<file path="src/rtl/paint_pkg.sv">
package paint_pkg;

	// screen coordinate width for a 1024 pixel axis
	localparam int COORD_BITS = 10;

	// one pixel color as {r, g, b}
	typedef logic [2:0] color_t;

	// state of one board cell
	typedef enum logic [1:0]
	{
		CELL_EMPTY = 2'd0,
		CELL_P1    = 2'd1,
		CELL_P2    = 2'd2,
		CELL_WIN   = 2'd3
	} cell_t;

	// palette slots where a stone uses its cell state minus one
	typedef enum logic [1:0]
	{
		PAL_P1     = 2'd0,
		PAL_P2     = 2'd1,
		PAL_WIN    = 2'd2,
		PAL_CURSOR = 2'd3
	} pal_idx_t;

	// filled rectangle with both corners inclusive
	typedef struct packed
	{
		logic [COORD_BITS-1:0] x0;
		logic [COORD_BITS-1:0] y0;
		logic [COORD_BITS-1:0] x1;
		logic [COORD_BITS-1:0] y1;
		color_t                color;
	} rect_t;

	// single write into the frame memory
	typedef struct packed
	{
		logic [COORD_BITS-1:0] x;
		logic [COORD_BITS-1:0] y;
		color_t                color;
	} pix_wr_t;

	// the four drawing colors indexed by pal_idx_t
	typedef color_t [3:0] pal_t;

endpackage
</file>
<file path="src/rtl/board_display.sv">
`timescale 1ns/1ns

module board_display import paint_pkg::*;
#(
	parameter int BOARD_W = 8,
	parameter int BOARD_H = 8,
	parameter int CELL_PX = 8
)
(
	input  logic                        Clck,
	input  logic                        rst_n,
	input  cell_t [BOARD_W*BOARD_H-1:0] board,
	input  logic [COORD_BITS-1:0]       cursor_x,
	input  logic [COORD_BITS-1:0]       cursor_y,
	input  logic                        cfg_we,
	input  pal_idx_t                    cfg_idx,
	input  color_t                      cfg_color,
	output pix_wr_t                     pix,
	output logic                        pix_we,
	output logic                        frame_done
);

	pal_t  pal;
	rect_t job;
	logic  job_start;
	logic  job_done;

	palette_regs i_palette_regs (
		.Clck      (Clck),
		.rst_n     (rst_n),
		.cfg_we    (cfg_we),
		.cfg_idx   (cfg_idx),
		.cfg_color (cfg_color),
		.pal       (pal)
	);

	scan_sequencer #(
		.BOARD_W (BOARD_W),
		.BOARD_H (BOARD_H),
		.CELL_PX (CELL_PX)
	) i_scan_sequencer (
		.Clck       (Clck),
		.rst_n      (rst_n),
		.board      (board),
		.cursor_x   (cursor_x),
		.cursor_y   (cursor_y),
		.pal        (pal),
		.job_done   (job_done),
		.job        (job),
		.job_start  (job_start),
		.frame_done (frame_done)
	);

	rect_filler i_rect_filler (
		.Clck      (Clck),
		.rst_n     (rst_n),
		.job       (job),
		.job_start (job_start),
		.pix       (pix),
		.pix_we    (pix_we),
		.job_done  (job_done)
	);

endmodule

</file>
<file path="src/rtl/rect_filler.sv">
`timescale 1ns/1ns

module rect_filler import paint_pkg::*;
(
	input  logic    Clck,
	input  logic    rst_n,
	input  rect_t   job,
	input  logic    job_start,
	output pix_wr_t pix,
	output logic    pix_we,
	output logic    job_done
);

	logic [COORD_BITS-1:0] x_org;
	logic [COORD_BITS-1:0] nxt_x;
	logic [COORD_BITS-1:0] nxt_y;

	// next raster position that wraps to the left edge at x1
	always_comb
	begin
		if (pix.x == job.x1)
		begin
			nxt_x = x_org;
			nxt_y = pix.y + 1'b1;
		end
		else
		begin
			nxt_x = pix.x + 1'b1;
			nxt_y = pix.y;
		end
	end

	// pix_we doubles as the busy flag
	always_ff @(posedge Clck or negedge rst_n)
	begin
		if (!rst_n)
		begin
			pix_we   <= 1'b0;
			job_done <= 1'b0;
		end
		else if (job_start)
		begin
			pix_we   <= 1'b1;
			// a single pixel job is done with its first write
			job_done <= (job.x0 == job.x1) && (job.y0 == job.y1);
		end
		else if (job_done)
		begin
			pix_we   <= 1'b0;
			job_done <= 1'b0;
		end
		else if (pix_we)
			job_done <= (nxt_x == job.x1) && (nxt_y == job.y1);
	end

	// start corner and color are latched while the far corner is read from job
	always_ff @(posedge Clck)
	begin
		if (job_start)
		begin
			pix   <= '{x: job.x0, y: job.y0, color: job.color};
			x_org <= job.x0;
		end
		else if (pix_we)
		begin
			pix.x <= nxt_x;
			pix.y <= nxt_y;
		end
	end

	a_start_idle: assert property (@(posedge Clck) disable iff (!rst_n)
		job_start |-> !pix_we);

	// also catches a job that changes before its last write
	a_rect_ordered: assert property (@(posedge Clck) disable iff (!rst_n)
		pix_we |-> (x_org <= job.x1) && (pix.y <= job.y1));

endmodule

</file>
<file path="src/rtl/scan_sequencer.sv">
`timescale 1ns/1ns

module scan_sequencer import paint_pkg::*;
#(
	parameter int BOARD_W = 8,
	parameter int BOARD_H = 8,
	parameter int CELL_PX = 8
)
(
	input  logic                        Clck,
	input  logic                        rst_n,
	input  cell_t [BOARD_W*BOARD_H-1:0] board,
	input  logic [COORD_BITS-1:0]       cursor_x,
	input  logic [COORD_BITS-1:0]       cursor_y,
	input  pal_t                        pal,
	input  logic                        job_done,
	output rect_t                       job,
	output logic                        job_start,
	output logic                        frame_done
);

	typedef enum logic [1:0] {S_SCAN, S_WAIT, S_CURSOR} state_t;

	state_t                state;
	logic [COORD_BITS-1:0] cell_x;
	logic [COORD_BITS-1:0] cell_y;
	logic                  on_cursor;
	cell_t                 cur_cell;
	logic                  last_cell;
	logic                  take_cell;
	logic [COORD_BITS-1:0] base_x;
	logic [COORD_BITS-1:0] base_y;
	logic [COORD_BITS-1:0] curs_x;
	logic [COORD_BITS-1:0] curs_y;
	logic [COORD_BITS-1:0] job_x0;
	logic [COORD_BITS-1:0] job_y0;
	logic [COORD_BITS-1:0] job_x1;
	logic [COORD_BITS-1:0] job_y1;
	pal_idx_t              job_idx;

	assign cur_cell  = board[cell_y * BOARD_W + cell_x];
	assign last_cell = (cell_x == COORD_BITS'(BOARD_W - 1)) &&
		(cell_y == COORD_BITS'(BOARD_H - 1));

	// the host may still update the board while frame_done is high,
	// so the first cell of a pass is looked at one cycle later
	assign take_cell = (state == S_SCAN) && !frame_done && (cur_cell != CELL_EMPTY);

	// top-left pixel of the scanned cell and of the cursor cell
	assign base_x = COORD_BITS'(cell_x * CELL_PX);
	assign base_y = COORD_BITS'(cell_y * CELL_PX);
	assign curs_x = COORD_BITS'(cursor_x * CELL_PX);
	assign curs_y = COORD_BITS'(cursor_y * CELL_PX);

	// color follows pal until the filler latches it on job_start
	assign job = '{x0: job_x0, y0: job_y0, x1: job_x1, y1: job_y1, color: pal[job_idx]};

	always_ff @(posedge Clck or negedge rst_n)
	begin
		if (!rst_n)
		begin
			state      <= S_SCAN;
			cell_x     <= '0;
			cell_y     <= '0;
			on_cursor  <= 1'b0;
			job_start  <= 1'b0;
			frame_done <= 1'b0;
		end
		else
		begin
			job_start  <= 1'b0;
			frame_done <= 1'b0;
			case (state)
			S_SCAN:
				if (!frame_done)
				begin
					if (take_cell)
					begin
						job_start <= 1'b1;
						state     <= S_WAIT;
					end
					else if (last_cell)
						state <= S_CURSOR;
					// raster step with x fastest
					if (last_cell)
					begin
						cell_x <= '0;
						cell_y <= '0;
					end
					else if (cell_x == COORD_BITS'(BOARD_W - 1))
					begin
						cell_x <= '0;
						cell_y <= cell_y + 1'b1;
					end
					else
						cell_x <= cell_x + 1'b1;
				end
			S_WAIT:
				if (job_done)
				begin
					if (on_cursor)
					begin
						on_cursor  <= 1'b0;
						frame_done <= 1'b1;
						state      <= S_SCAN;
					end
					// counters are back at the origin once the last cell went out
					else if (cell_x == '0 && cell_y == '0)
						state <= S_CURSOR;
					else
						state <= S_SCAN;
				end
			S_CURSOR:
			begin
				job_start <= 1'b1;
				on_cursor <= 1'b1;
				state     <= S_WAIT;
			end
			default:
				state <= S_SCAN;
			endcase
		end
	end

	always_ff @(posedge Clck)
	begin
		if (state == S_CURSOR)
		begin
			// cursor covers the whole cell
			job_x0  <= curs_x;
			job_y0  <= curs_y;
			job_x1  <= curs_x + COORD_BITS'(CELL_PX - 1);
			job_y1  <= curs_y + COORD_BITS'(CELL_PX - 1);
			job_idx <= PAL_CURSOR;
		end
		else if (take_cell)
		begin
			// stone is inset by one pixel on every side
			job_x0  <= base_x + 1'b1;
			job_y0  <= base_y + 1'b1;
			job_x1  <= base_x + COORD_BITS'(CELL_PX - 2);
			job_y1  <= base_y + COORD_BITS'(CELL_PX - 2);
			job_idx <= pal_idx_t'(cur_cell - 1);
		end
	end

	a_frame_done_pulse: assert property (@(posedge Clck) disable iff (!rst_n)
		frame_done |=> !frame_done);

endmodule

</file>
<file path="src/rtl/palette_regs.sv">
`timescale 1ns/1ns

module palette_regs import paint_pkg::*;
(
	input  logic     Clck,
	input  logic     rst_n,
	input  logic     cfg_we,
	input  pal_idx_t cfg_idx,
	input  color_t   cfg_color,
	output pal_t     pal
);

	// host side register file for the drawing colors
	// the sequencer reads all four entries as a level

	always_ff @(posedge Clck or negedge rst_n)
	begin
		if (!rst_n)
		begin
			// blue and green stones
			pal[PAL_P1]     <= 3'd1;
			pal[PAL_P2]     <= 3'd2;
			// yellow marks the winning line
			pal[PAL_WIN]    <= 3'd6;
			// red cursor
			pal[PAL_CURSOR] <= 3'd4;
		end
		else if (cfg_we)
		begin
			// one entry per strobe and visible on the next cycle
			pal[cfg_idx] <= cfg_color;
		end
	end

endmodule

</file>
<file path="config.mk">
export PLATFORM = sky130hd
export DESIGN_NAME = board_display
export DESIGN_NICKNAME = d
export VERILOG_FILES = /design/src/rtl/paint_pkg.sv /design/src/rtl/board_display.sv /design/src/rtl/rect_filler.sv /design/src/rtl/scan_sequencer.sv /design/src/rtl/palette_regs.sv
export SDC_FILE = /design/constraint.sdc
export NUM_CORES = 1
export LEC_CHECK = 0
export BUFFER_PORTS_ARGS = -buffer_cell sky130_fd_sc_hd__buf_2
export CORE_ASPECT_RATIO = 0.8
export CORE_UTILIZATION = 45
export DETAILED_ROUTE_END_ITERATION = 8
export HOLD_SLACK_MARGIN = 0.15
export PLACE_DENSITY = 0.71
export RECOVER_POWER = 50
export SLEW_MARGIN = 20
export SYNTH_ARGS = -nofsm -noshare
export SYNTH_HDL_FRONTEND = slang
export SYNTH_SLANG_ARGS = --single-unit
</file>
<file path="constraint.sdc">
create_clock -name Clck -period 4.3 [get_ports Clck]
set_input_delay 0.86 -clock Clck [delete_from_list [all_inputs] [get_ports Clck]]
set_output_delay 0.86 -clock Clck [all_outputs]
set_load 0.02 [all_outputs]
</file>
==> impl_metrics.tcl, run 1 <==
set metrics [dict create \
    synth_nets 715 \
    ios 181 \
    slowest_stage "fa_1" \
    syn_area_um2 6120 \
    grt_max_degree 40 \
    max_stage_delay_ns 0.61 \
    grt_util_all_layers 0.227 \
    path_class "flop to flop" \
    crit_top_cell "ha_1" \
    crit_arrival_ns 3.51 \
    drv_slew 40 \
    violations "max-capacitance violations, max-slew violations" \
    skew_ns 0.00711 \
    path_buf_inv 2 \
    grt_pass1_wl_um 24800 \
    synthFlopType "edfxtp_1" \
    dpl_worst_slack_ns 0.856 \
    setup_viol 0 \
    worst_setup_path_start_kind "flop" \
    ant_nets 0 \
    ys_ff_latch 102 \
    final_cell_area_um2 7410 \
    postPlaceCellArea_um2 7160 \
    syn_to_final_growth_pct 21.1 \
    ys_types 57 \
    slew_headroom -0.387 \
    clockBufferDepth 2 \
    r2r-end "i_scan_sequencer.job_y1[7]$_DFFE_PP_" \
    grt_pass1_vias 5033 \
    endpoint_kind "flop" \
    r2r_slack_ns 0.80 \
    endpoint "i_scan_sequencer.job_y1[7]$_DFFE_PP_" \
    final_common_cell "buf_2" \
    netlist_instances 550 \
    path_cells "ha_1, inv_1, fa_1, nor2b_1, a22oi_1, a211oi_1, a31oi_1, and2_1, ha_1, nand2b_1, nand2_1, buf_4" \
    synth_warnings 0 \
    finalPower_mw 4.48 \
    finalNetCount 886 \
    drive_above_1_share 0.318 \
    period_minus_slack_ns 3.50 \
    hp-class "flop to flop" \
    final_cell_mix "buf_2, nand2_1, edfxtp_1" \
    core_um2 13100 \
    ctsHoldBuffers 0 \
    numPortBuffers 174 \
    seq_area_um2 2850 \
    cts_tree "done" \
    synth_edf_count 60 \
    cts_buffers 9 \
    timing.rr.start "i_scan_sequencer.cell_y[0]$_DFFE_PN0P_" \
    status "finished, violations left" \
    setup_tns_ns 0 \
    die_w_um 132 \
    die_y_um 106 \
    dr.first_iter.drc_count 300 \
    routed_wl_um 15300 \
    antenna_found_initial 0 \
    r2r_cells 12 \
    cp.depth 12 \
    clkSinkCount 102 \
    multi_input_area_um2 3100 \
    post_cts_buffers 0 \
    net-switching-power_mw 1.75 \
    drt-vias-per-instance 5.51 \
    std_cell_rows 37 \
    critical-path-top-delay-family "adder cells" \
    avgSynthCellArea_um2 11.1 \
    crit_start "i_scan_sequencer.cell_y[0]$_DFFE_PN0P_" \
    fmaxAchievable_ghz 0.286 \
    layout.cells.non_filler 901 \
    drt_first_pass_iters 4 \
    fill_cells 1159 \
    dp.cells 885 \
    cellPowerDensity_nw_per_um2 605 \
    timing.final.ws_setup_ns 0.804 \
    initial_core_util 0.469 \
    design.die.area_um2 14100 \
    routedWlPerCell_um 17.0 \
    p_leak_nw 3.08 \
    pwr-share-comb 0.426 \
    worstMarginPinSlew_ns 2.08 \
    finalHoldViolCount 0 \
    antenna_cells 0 \
    post-dp-hpwl_um 12100 \
    num_vias 4963 \
    ctsHtreeMaxLevel 3 \
    p_sw_frac 0.390 \
    worstPathRequired_ns 4.31 \
    rsz0062_at_grt "no" \
    fin_crit_sh 0.813 \
    cts_root_buf "clkbuf_16" \
    drc_errors 0 \
    gp_congestion 0.895 \
    ys_async_sr_fraction 0.382 \
    ir_drop_v 0.000268 \
    sequentialPowerShare 0.400 \
    power_frac_clock 0.174 \
    clk_pin_slew_ns 0.07 \
    post_cts_resized 0 \
    maxCapViolations 1 \
    overflow 0 \
    worst-path-max-fanout 29 \
    yosysSeqAreaShare 0.465 \
    p_int_mw 2.73 \
    clk-insertion-delay-late_ns 0.35 \
]
-- per-layer routing --
metal / track usage / routed length (um) / vias up / part of all wire
li1: - / - / 2381 / -
met1: 0.265 / 6310 / 2390 / 0.41
met2: 0.426 / 8030 / 177 / 0.52
met3: 0.0372 / 806 / 15 / 0.053
met4: 0.0706 / 190 / 0 / 0.012
met5: 0 / 0 / - / 0
-- registers in the layout, summed over array words and instances (netlist names) --
| register | cells |
|---|---|
| i_palette_regs.pal | 12 |
| i_rect_filler.job_done | 1 |
| i_rect_filler.pix | 23 |
| i_rect_filler.pix_we | 1 |
| i_rect_filler.x_org | 8 |
| i_scan_sequencer.cell_x | 10 |
| i_scan_sequencer.cell_y | 10 |
| i_scan_sequencer.frame_done | 1 |
| i_scan_sequencer.job_idx | 2 |
| i_scan_sequencer.job_start | 1 |
| i_scan_sequencer.job_x0 | 7 |
| i_scan_sequencer.job_x1 | 8 |
| i_scan_sequencer.job_y0 | 8 |
| i_scan_sequencer.job_y1 | 7 |
| i_scan_sequencer.on_cursor | 1 |
| i_scan_sequencer.state | 2 |
-- worst min path at each step --
stage | cells after the start | start | endpoint | slack (ns)
detailed placement | 0 | i_scan_sequencer.job_y0[0]$_SDFFE_PP0P_ | i_rect_filler.x_org[0]$_DFFE_PP_ | 0.43
CTS | 0 | i_scan_sequencer.job_y0[0]$_SDFFE_PP0P_ | i_rect_filler.x_org[0]$_DFFE_PP_ | 0.44
finish | 0 | i_scan_sequencer.job_y0[0]$_SDFFE_PP0P_ | i_rect_filler.x_org[0]$_DFFE_PP_ | 0.44
global placement | 0 | i_scan_sequencer.job_y0[0]$_SDFFE_PP0P_ | i_rect_filler.x_org[0]$_DFFE_PP_ | 0.41
global route | 0 | i_scan_sequencer.job_y0[0]$_SDFFE_PP0P_ | i_rect_filler.x_org[0]$_DFFE_PP_ | 0.46
floorplan | 0 | i_scan_sequencer.job_y0[0]$_SDFFE_PP0P_ | i_rect_filler.x_org[0]$_DFFE_PP_ | 0.41
-- synth_stat cells, drive strengths merged (2+ instances only) --
cell,number,area (um2)
nand2,93,349
edfxtp,60,1800
o21ai,40,200
xnor2,36,330
dfrtp,34,851
mux4,28,631
nor2,24,90.1
nand3,19,100
mux2i,18,193
inv,17,63.8
a21oi,15,75.1
xor2,15,131
mux2,14,158
clkbuf,13,48.8
a22oi,9,67.6
and3,9,57.6
buf,9,56.3
nor3,9,45.0
o221ai,9,78.8
ha,8,100
nand4,8,62.6
nor4,7,62.6
nand2b,6,37.5
dfstp,5,131
a211oi,4,30.0
o22ai,4,25.0
and2,3,18.8
dfxtp,3,60.1
nand3b,3,22.5
nor2b,3,18.8
or3,3,18.8
a2bb2oi,2,17.5
a31oi,2,12.5
nor3b,2,15.0
o211ai,2,15.0
o41ai,2,25.0
or4,2,15.0
-- power by group through the flow --
stage	sequential, mW	clock (mW)	combinational, mW
after floorplan	1.75	0	1.43
after global placement	1.79	0	1.88
after detailed placement	1.81	0	1.92
after CTS	1.79	0.795	1.93
after global routing	1.85	0.838	2.10
final	1.79	0.781	1.91
-- worst register-to-register path, delay by kind of cell (launching register included) --
family,cells,cell delay [ns]
buffers and inverters,2,0.41
DFF,1,0.49
and+or+nand+nor,4,0.87
AOI/OAI and AO/OA,3,0.41
adders and majority gates,3,0.99
-- kinds of logic (layout without fill, tap and decap cells) --
| logic type | count (synthesis) | count (layout) | share of synthesized area |
|---|---|---|---|
| flip-flops | 102 | 102 | 0.465 |
| multiplexers | 60 | 60 | 0.160 |
| AO/OA/AOI/OAI | 94 | 94 | 0.0961 |
| buffers and inverters | 40 | 216 | 0.0282 |
| XOR/XNOR | 52 | 52 | 0.0791 |
| AND/OR/NAND/NOR | 193 | 193 | 0.152 |
| adder cells (fa/ha/maj) | 9 | 9 | 0.0196 |
-- metrics by stage --
step | hold slack, ns | utilization
2_1_floorplan | 0.408 | -
3_3_place_gp | 0.412 | 0.549
3_5_place_dp | 0.426 | 0.549
4_1_cts | 0.444 | 0.570
5_1_grt | 0.455 | 0.568
6_report | 0.439 | 0.568
-- final cells by class --
cell class                 instances  area share
timing repair buffer             182       0.121
clock inverter                     7     0.00743
tap                              175      0.0295
inverter                          18     0.00912
clock buffer                       9      0.0304
sequential                       102       0.384
multi-input combinational        408       0.419
Power figures use the tool's default switching activity.
==> run 2: changes to the inputs <==
- PLACE_DENSITY: 0.71 -> 0.74
- clock period: 4.3 -> 2.8 ns (I/O delays scaled with it)
==> impl_metrics.tcl, run 2 (synthesis gave the netlist of run 1 again) <==
set metrics [dict create \
    maxCapViolations 2 \
    post-dp-hpwl_um 12100 \
    rsz0062_at_grt "yes" \
    core_um2 13100 \
    drv_slew 61 \
    final_cell_area_um2 8040 \
    worst-path-max-fanout 7 \
    gp_congestion 0.886 \
    setup_tns_ns -0.226 \
    fill_cells 1063 \
    postPlaceCellArea_um2 7480 \
    setup_viol 15 \
    status "finished, violations left" \
    multi_input_area_um2 3310 \
    hp-class "flop to flop" \
    fin_crit_sh 1.01 \
    period_minus_slack_ns 2.82 \
    clkSinkCount 102 \
    syn_to_final_growth_pct 31.4 \
    initial_core_util 0.469 \
    ctsHoldBuffers 0 \
    timing.final.ws_setup_ns -0.0230 \
    ant_nets 0 \
    die_w_um 132 \
    num_vias 5213 \
    layout.cells.non_filler 936 \
    drc_errors 0 \
    final_core_util 0.616 \
    ios 181 \
    grt_max_degree 40 \
    numPortBuffers 174 \
    dp.cells 911 \
    worstPathRequired_ns 2.89 \
    final_cell_mix "buf_2, nand2_1, edfxtp_1" \
    std_cell_rows 37 \
    grt_util_all_layers 0.232 \
    cellPowerDensity_nw_per_um2 978 \
    slew_headroom -0.416 \
    design.die.area_um2 14100 \
    ir_drop_v 0.000516 \
    cts_buffers 9 \
    largest_reg_flops 23 \
    final_common_cell "buf_2" \
    drt-vias-per-instance 5.57 \
    top_regs "i_rect_filler.pix: 23 flops, i_palette_regs.pal: 12 flops" \
    p_leak_nw 3.44 \
    worst_setup_path_start_kind "flop" \
    routedWlPerCell_um 17.2 \
    antenna_found_initial 1 \
    skew_ns 0.00903 \
    worstMarginPinSlew_ns 2.12 \
    top_register "i_rect_filler.pix" \
    finalNetCount 920 \
    grt_pass1_wl_um 25600 \
    violations "max-capacitance violations, max-slew violations, negative setup slack" \
    cts_tree "done" \
    grt_pass1_vias 5262 \
    crit_arrival_ns 2.91 \
    seq_area_um2 2850 \
    drt_first_pass_iters 5 \
    fmaxAchievable_ghz 0.354 \
    finalHoldViolCount 0 \
    dr.first_iter.drc_count 341 \
    clk_pin_slew_ns 0.07 \
    finalPower_mw 7.86 \
    cts_root_buf "clkbuf_16" \
    routed_wl_um 16100 \
    endpoint_kind "flop" \
    clk-insertion-delay-late_ns 0.35 \
    ctsHtreeMaxLevel 3 \
    path_class "flop to flop" \
    dpl_worst_slack_ns -0.0913 \
    overflow 0 \
    holdWs_ns 0.431 \
    clockBufferDepth 2 \
    die_y_um 106 \
    drive_above_1_share 0.432 \
]
[run 2: changes by cell type in the layout (fill, tap and decap cells not counted), sizes merged]
| cell | before | now |
|---|---|---|
| diode | 0 | 1 |
| clkinv | 4 | 3 |
| nand2 | 93 | 94 |
| clkbuf | 34 | 17 |
| buf | 157 | 208 |
[run 2: routing by layer]
| layer | vias to the layer above | global-route usage | part of all wire |
|---|---|---|---|
| met5 | - | 0 | 0 |
| met4 | 0 | 0.0608 | 0.013 |
| met3 | 20 | 0.0386 | 0.052 |
| met2 | 201 | 0.421 | 0.53 |
| met1 | 2529 | 0.285 | 0.40 |
| li1 | 2463 | - | - |
[run 2: worst paths after layout]
path | start | end | slack [ns] | cells after the start
worst max-delay path | i_scan_sequencer.cell_x[0]$_DFFE_PN0P_ | i_scan_sequencer.job_x0[6]$_DFFE_PP_ | -0.02 | 10
min in group asynchronous | rst_n | i_scan_sequencer.job_start$_DFF_PN0_ | 0.83 | 1
worst max register to register | i_scan_sequencer.cell_x[0]$_DFFE_PN0P_ | i_scan_sequencer.job_x0[6]$_DFFE_PP_ | -0.02 | 10
max in group asynchronous | rst_n | i_scan_sequencer.cell_x[1]$_DFFE_PN0P_ | 0.61 | 1
worst min-delay path | i_scan_sequencer.job_y0[0]$_SDFFE_PP0P_ | i_rect_filler.x_org[0]$_DFFE_PP_ | 0.43 | 0
worst min register to register | i_scan_sequencer.job_y0[0]$_SDFFE_PP0P_ | i_rect_filler.x_org[0]$_DFFE_PP_ | 0.43 | 0
[run 2: layout make-up]
class                           count  share of cell area
Multi-Input combinational cell    409               0.412
Sequential cell                   102               0.354
Timing Repair Buffer              215               0.160
Antenna cell                        1            0.000311
Clock inverter                      6             0.00716
Tap cell                          175              0.0272
Clock buffer                       10              0.0311
Inverter                           18             0.00840
[run 2: what timing repair did]
item / 4_1_cts / 5_1_grt
pin swaps: 5 / 28
gates resized for setup: 24 / 28
cloned: 1 / 3
buffers inserted: 3 / 1
endpoints found under the setup margin: 45 / 49
[run 2: where the power goes]
| group | total [mW] | internal (mW) | switching (mW) |
|---|---|---|---|
| clock | 1.27 | 0.680 | 0.587 |
| combinational | 3.98 | 2.01 | 1.96 |
| sequential | 2.62 | 2.17 | 0.445 |
[run 2: critical path, cell delays in order, from the launching register on]
cell	delay, ns
dfrtp_2	0.48
clkbuf_16	0.21
mux4_2	0.53
o22ai_2	0.19
a21oi_2	0.04
mux4_2	0.45
inv_2	0.10
ha_4	0.13
nand2b_4	0.23
buf_12	0.16
o21ai_2	0.06
==> run 3: changes to the inputs <==
- RECOVER_POWER: 50 -> 100
==> impl_metrics.tcl, run 3 (synthesis gave the netlist of run 1 again) <==
set metrics [dict create \
    overflow 0 \
    drt_first_pass_iters 5 \
    drt-vias-per-instance 5.54 \
    clockBufferDepth 2 \
    std_cell_rows 37 \
    die_w_um 132 \
    ant_nets 0 \
    die_y_um 106 \
    clk_pin_slew_ns 0.07 \
    worstMarginPinSlew_ns 2.07 \
    ios 181 \
    worstPathRequired_ns 2.89 \
    finalPower_mw 7.81 \
    setup_tns_ns -0.198 \
    core_um2 13100 \
    crit_arrival_ns 2.91 \
    finalNetCount 920 \
    numPortBuffers 174 \
    hp-class "flop to flop" \
    cellPowerDensity_nw_per_um2 980 \
    cts_tree "done" \
    post-dp-hpwl_um 12100 \
    fmaxAchievable_ghz 0.354 \
    largest_reg_flops 23 \
    ir_drop_v 0.000514 \
    dr.first_iter.drc_count 341 \
    design.die.area_um2 14100 \
    ctsHtreeMaxLevel 3 \
    violations "max-capacitance violations, max-slew violations, negative setup slack" \
    grt_max_degree 40 \
    path_class "flop to flop" \
    maxCapViolations 2 \
    p_leak_nw 3.34 \
    grt_pass1_wl_um 25600 \
    initial_core_util 0.469 \
    endpoint_kind "flop" \
    finalHoldViolCount 0 \
    drive_above_1_share 0.389 \
    routedWlPerCell_um 17.2 \
    top_regs "i_rect_filler.pix: 23 flops, i_palette_regs.pal: 12 flops" \
    worst_setup_path_start_kind "flop" \
    clkSinkCount 102 \
    final_common_cell "buf_2" \
    slew_headroom -0.377 \
    timing.final.ws_setup_ns -0.0214 \
    worst-path-max-fanout 7 \
    ctsHoldBuffers 0 \
    drc_errors 0 \
    clk-insertion-delay-late_ns 0.35 \
    routed_wl_um 16100 \
    top_register "i_rect_filler.pix" \
    cts_root_buf "clkbuf_16" \
    syn_to_final_growth_pct 30.2 \
    num_vias 5182 \
    antenna_found_initial 1 \
    skew_ns 0.00865 \
    cts_buffers 9 \
    drv_slew 61 \
    setup_viol 15 \
    rsz0062_at_grt "yes" \
    gp_congestion 0.886 \
    grt_util_all_layers 0.232 \
    fin_crit_sh 1.01 \
    status "finished, violations left" \
    period_minus_slack_ns 2.82 \
    grt_pass1_vias 5262 \
    final_cell_mix "buf_2, nand2_1, edfxtp_1" \
]
==> run 3: metrics by stage <==
stage	cell area, um2	setup WS [ns]	hold slack [ns]	instances	utilization
finish	7970	-0.0214	0.438	936	0.610
global route	7970	-0.121	0.459	936	0.610
CTS	7870	0.000113	0.355	931	0.603
detailed placement	7480	-0.0913	0.418	911	0.573
global placement	7480	-0.0432	0.415	911	0.573
floorplan	6190	-0.0686	0.264	550	-
==> run 3: layout make-up <==
| type | instances | area [um2] |
|---|---|---|
| well taps | 175 | 219 |
| multi-input cells | 409 | 3280 |
| fillers | 1089 | 5090 |
| diodes | 1 | 2.50 |
| flip-flops and latches | 102 | 2850 |
| clock inverters | 6 | 57.6 |
| inverters | 18 | 67.6 |
| clock buffers | 10 | 250 |
| repair buffers | 215 | 1240 |
==> run 3: timing repair <==
| action | in CTS | in global routing |
|---|---|---|
| buffers inserted | 3 | 1 |
| gates cloned | 1 | 3 |
| pin swaps | 5 | 28 |
| endpoints found under the setup margin | 45 | 49 |
| resized for setup | 24 | 28 |
==> run 3: final timing paths <==
path	slack, ns	endpoint	startpoint	depth (start not counted)
worst min register to register	0.44	i_rect_filler.x_org[0]$_DFFE_PP_	i_scan_sequencer.job_y0[0]$_SDFFE_PP0P_	0
worst min-delay path	0.44	i_rect_filler.x_org[0]$_DFFE_PP_	i_scan_sequencer.job_y0[0]$_SDFFE_PP0P_	0
worst max-delay path	-0.02	i_scan_sequencer.job_x0[6]$_DFFE_PP_	i_scan_sequencer.cell_x[0]$_DFFE_PN0P_	10
min in group asynchronous	0.80	i_scan_sequencer.job_start$_DFF_PN0_	rst_n	1
worst max register to register	-0.02	i_scan_sequencer.job_x0[6]$_DFFE_PP_	i_scan_sequencer.cell_x[0]$_DFFE_PN0P_	10
max in group asynchronous	0.66	i_scan_sequencer.cell_x[1]$_DFFE_PN0P_	rst_n	1
==> run 3: where the power goes <==
group / switching [mW] / internal (mW) / leakage, nW
clock network: 0.586 / 0.680 / 0.153
logic: 1.95 / 1.97 / 2.07
registers: 0.448 / 2.17 / 1.11
total: 2.99 / 4.82 / 3.34
==> run 3: metal layers <==
metal / vias up / global-route usage / part of all wire
li1: 2461 / - / -
met1: 2524 / 0.285 / 0.41
met2: 177 / 0.421 / 0.53
met3: 20 / 0.0386 / 0.045
met4: 0 / 0.0608 / 0.014
met5: - / 0 / 0
==> run 3: worst max-delay path, cell delays in order (launching register included) <==
cell       delay (ns)
dfrtp_2          0.48
clkbuf_16        0.21
mux4_2           0.52
o22ai_2          0.19
a21oi_2          0.04
mux4_2           0.45
inv_2            0.10
ha_4             0.12
nand2b_4         0.23
buf_12           0.16
o21ai_2          0.06
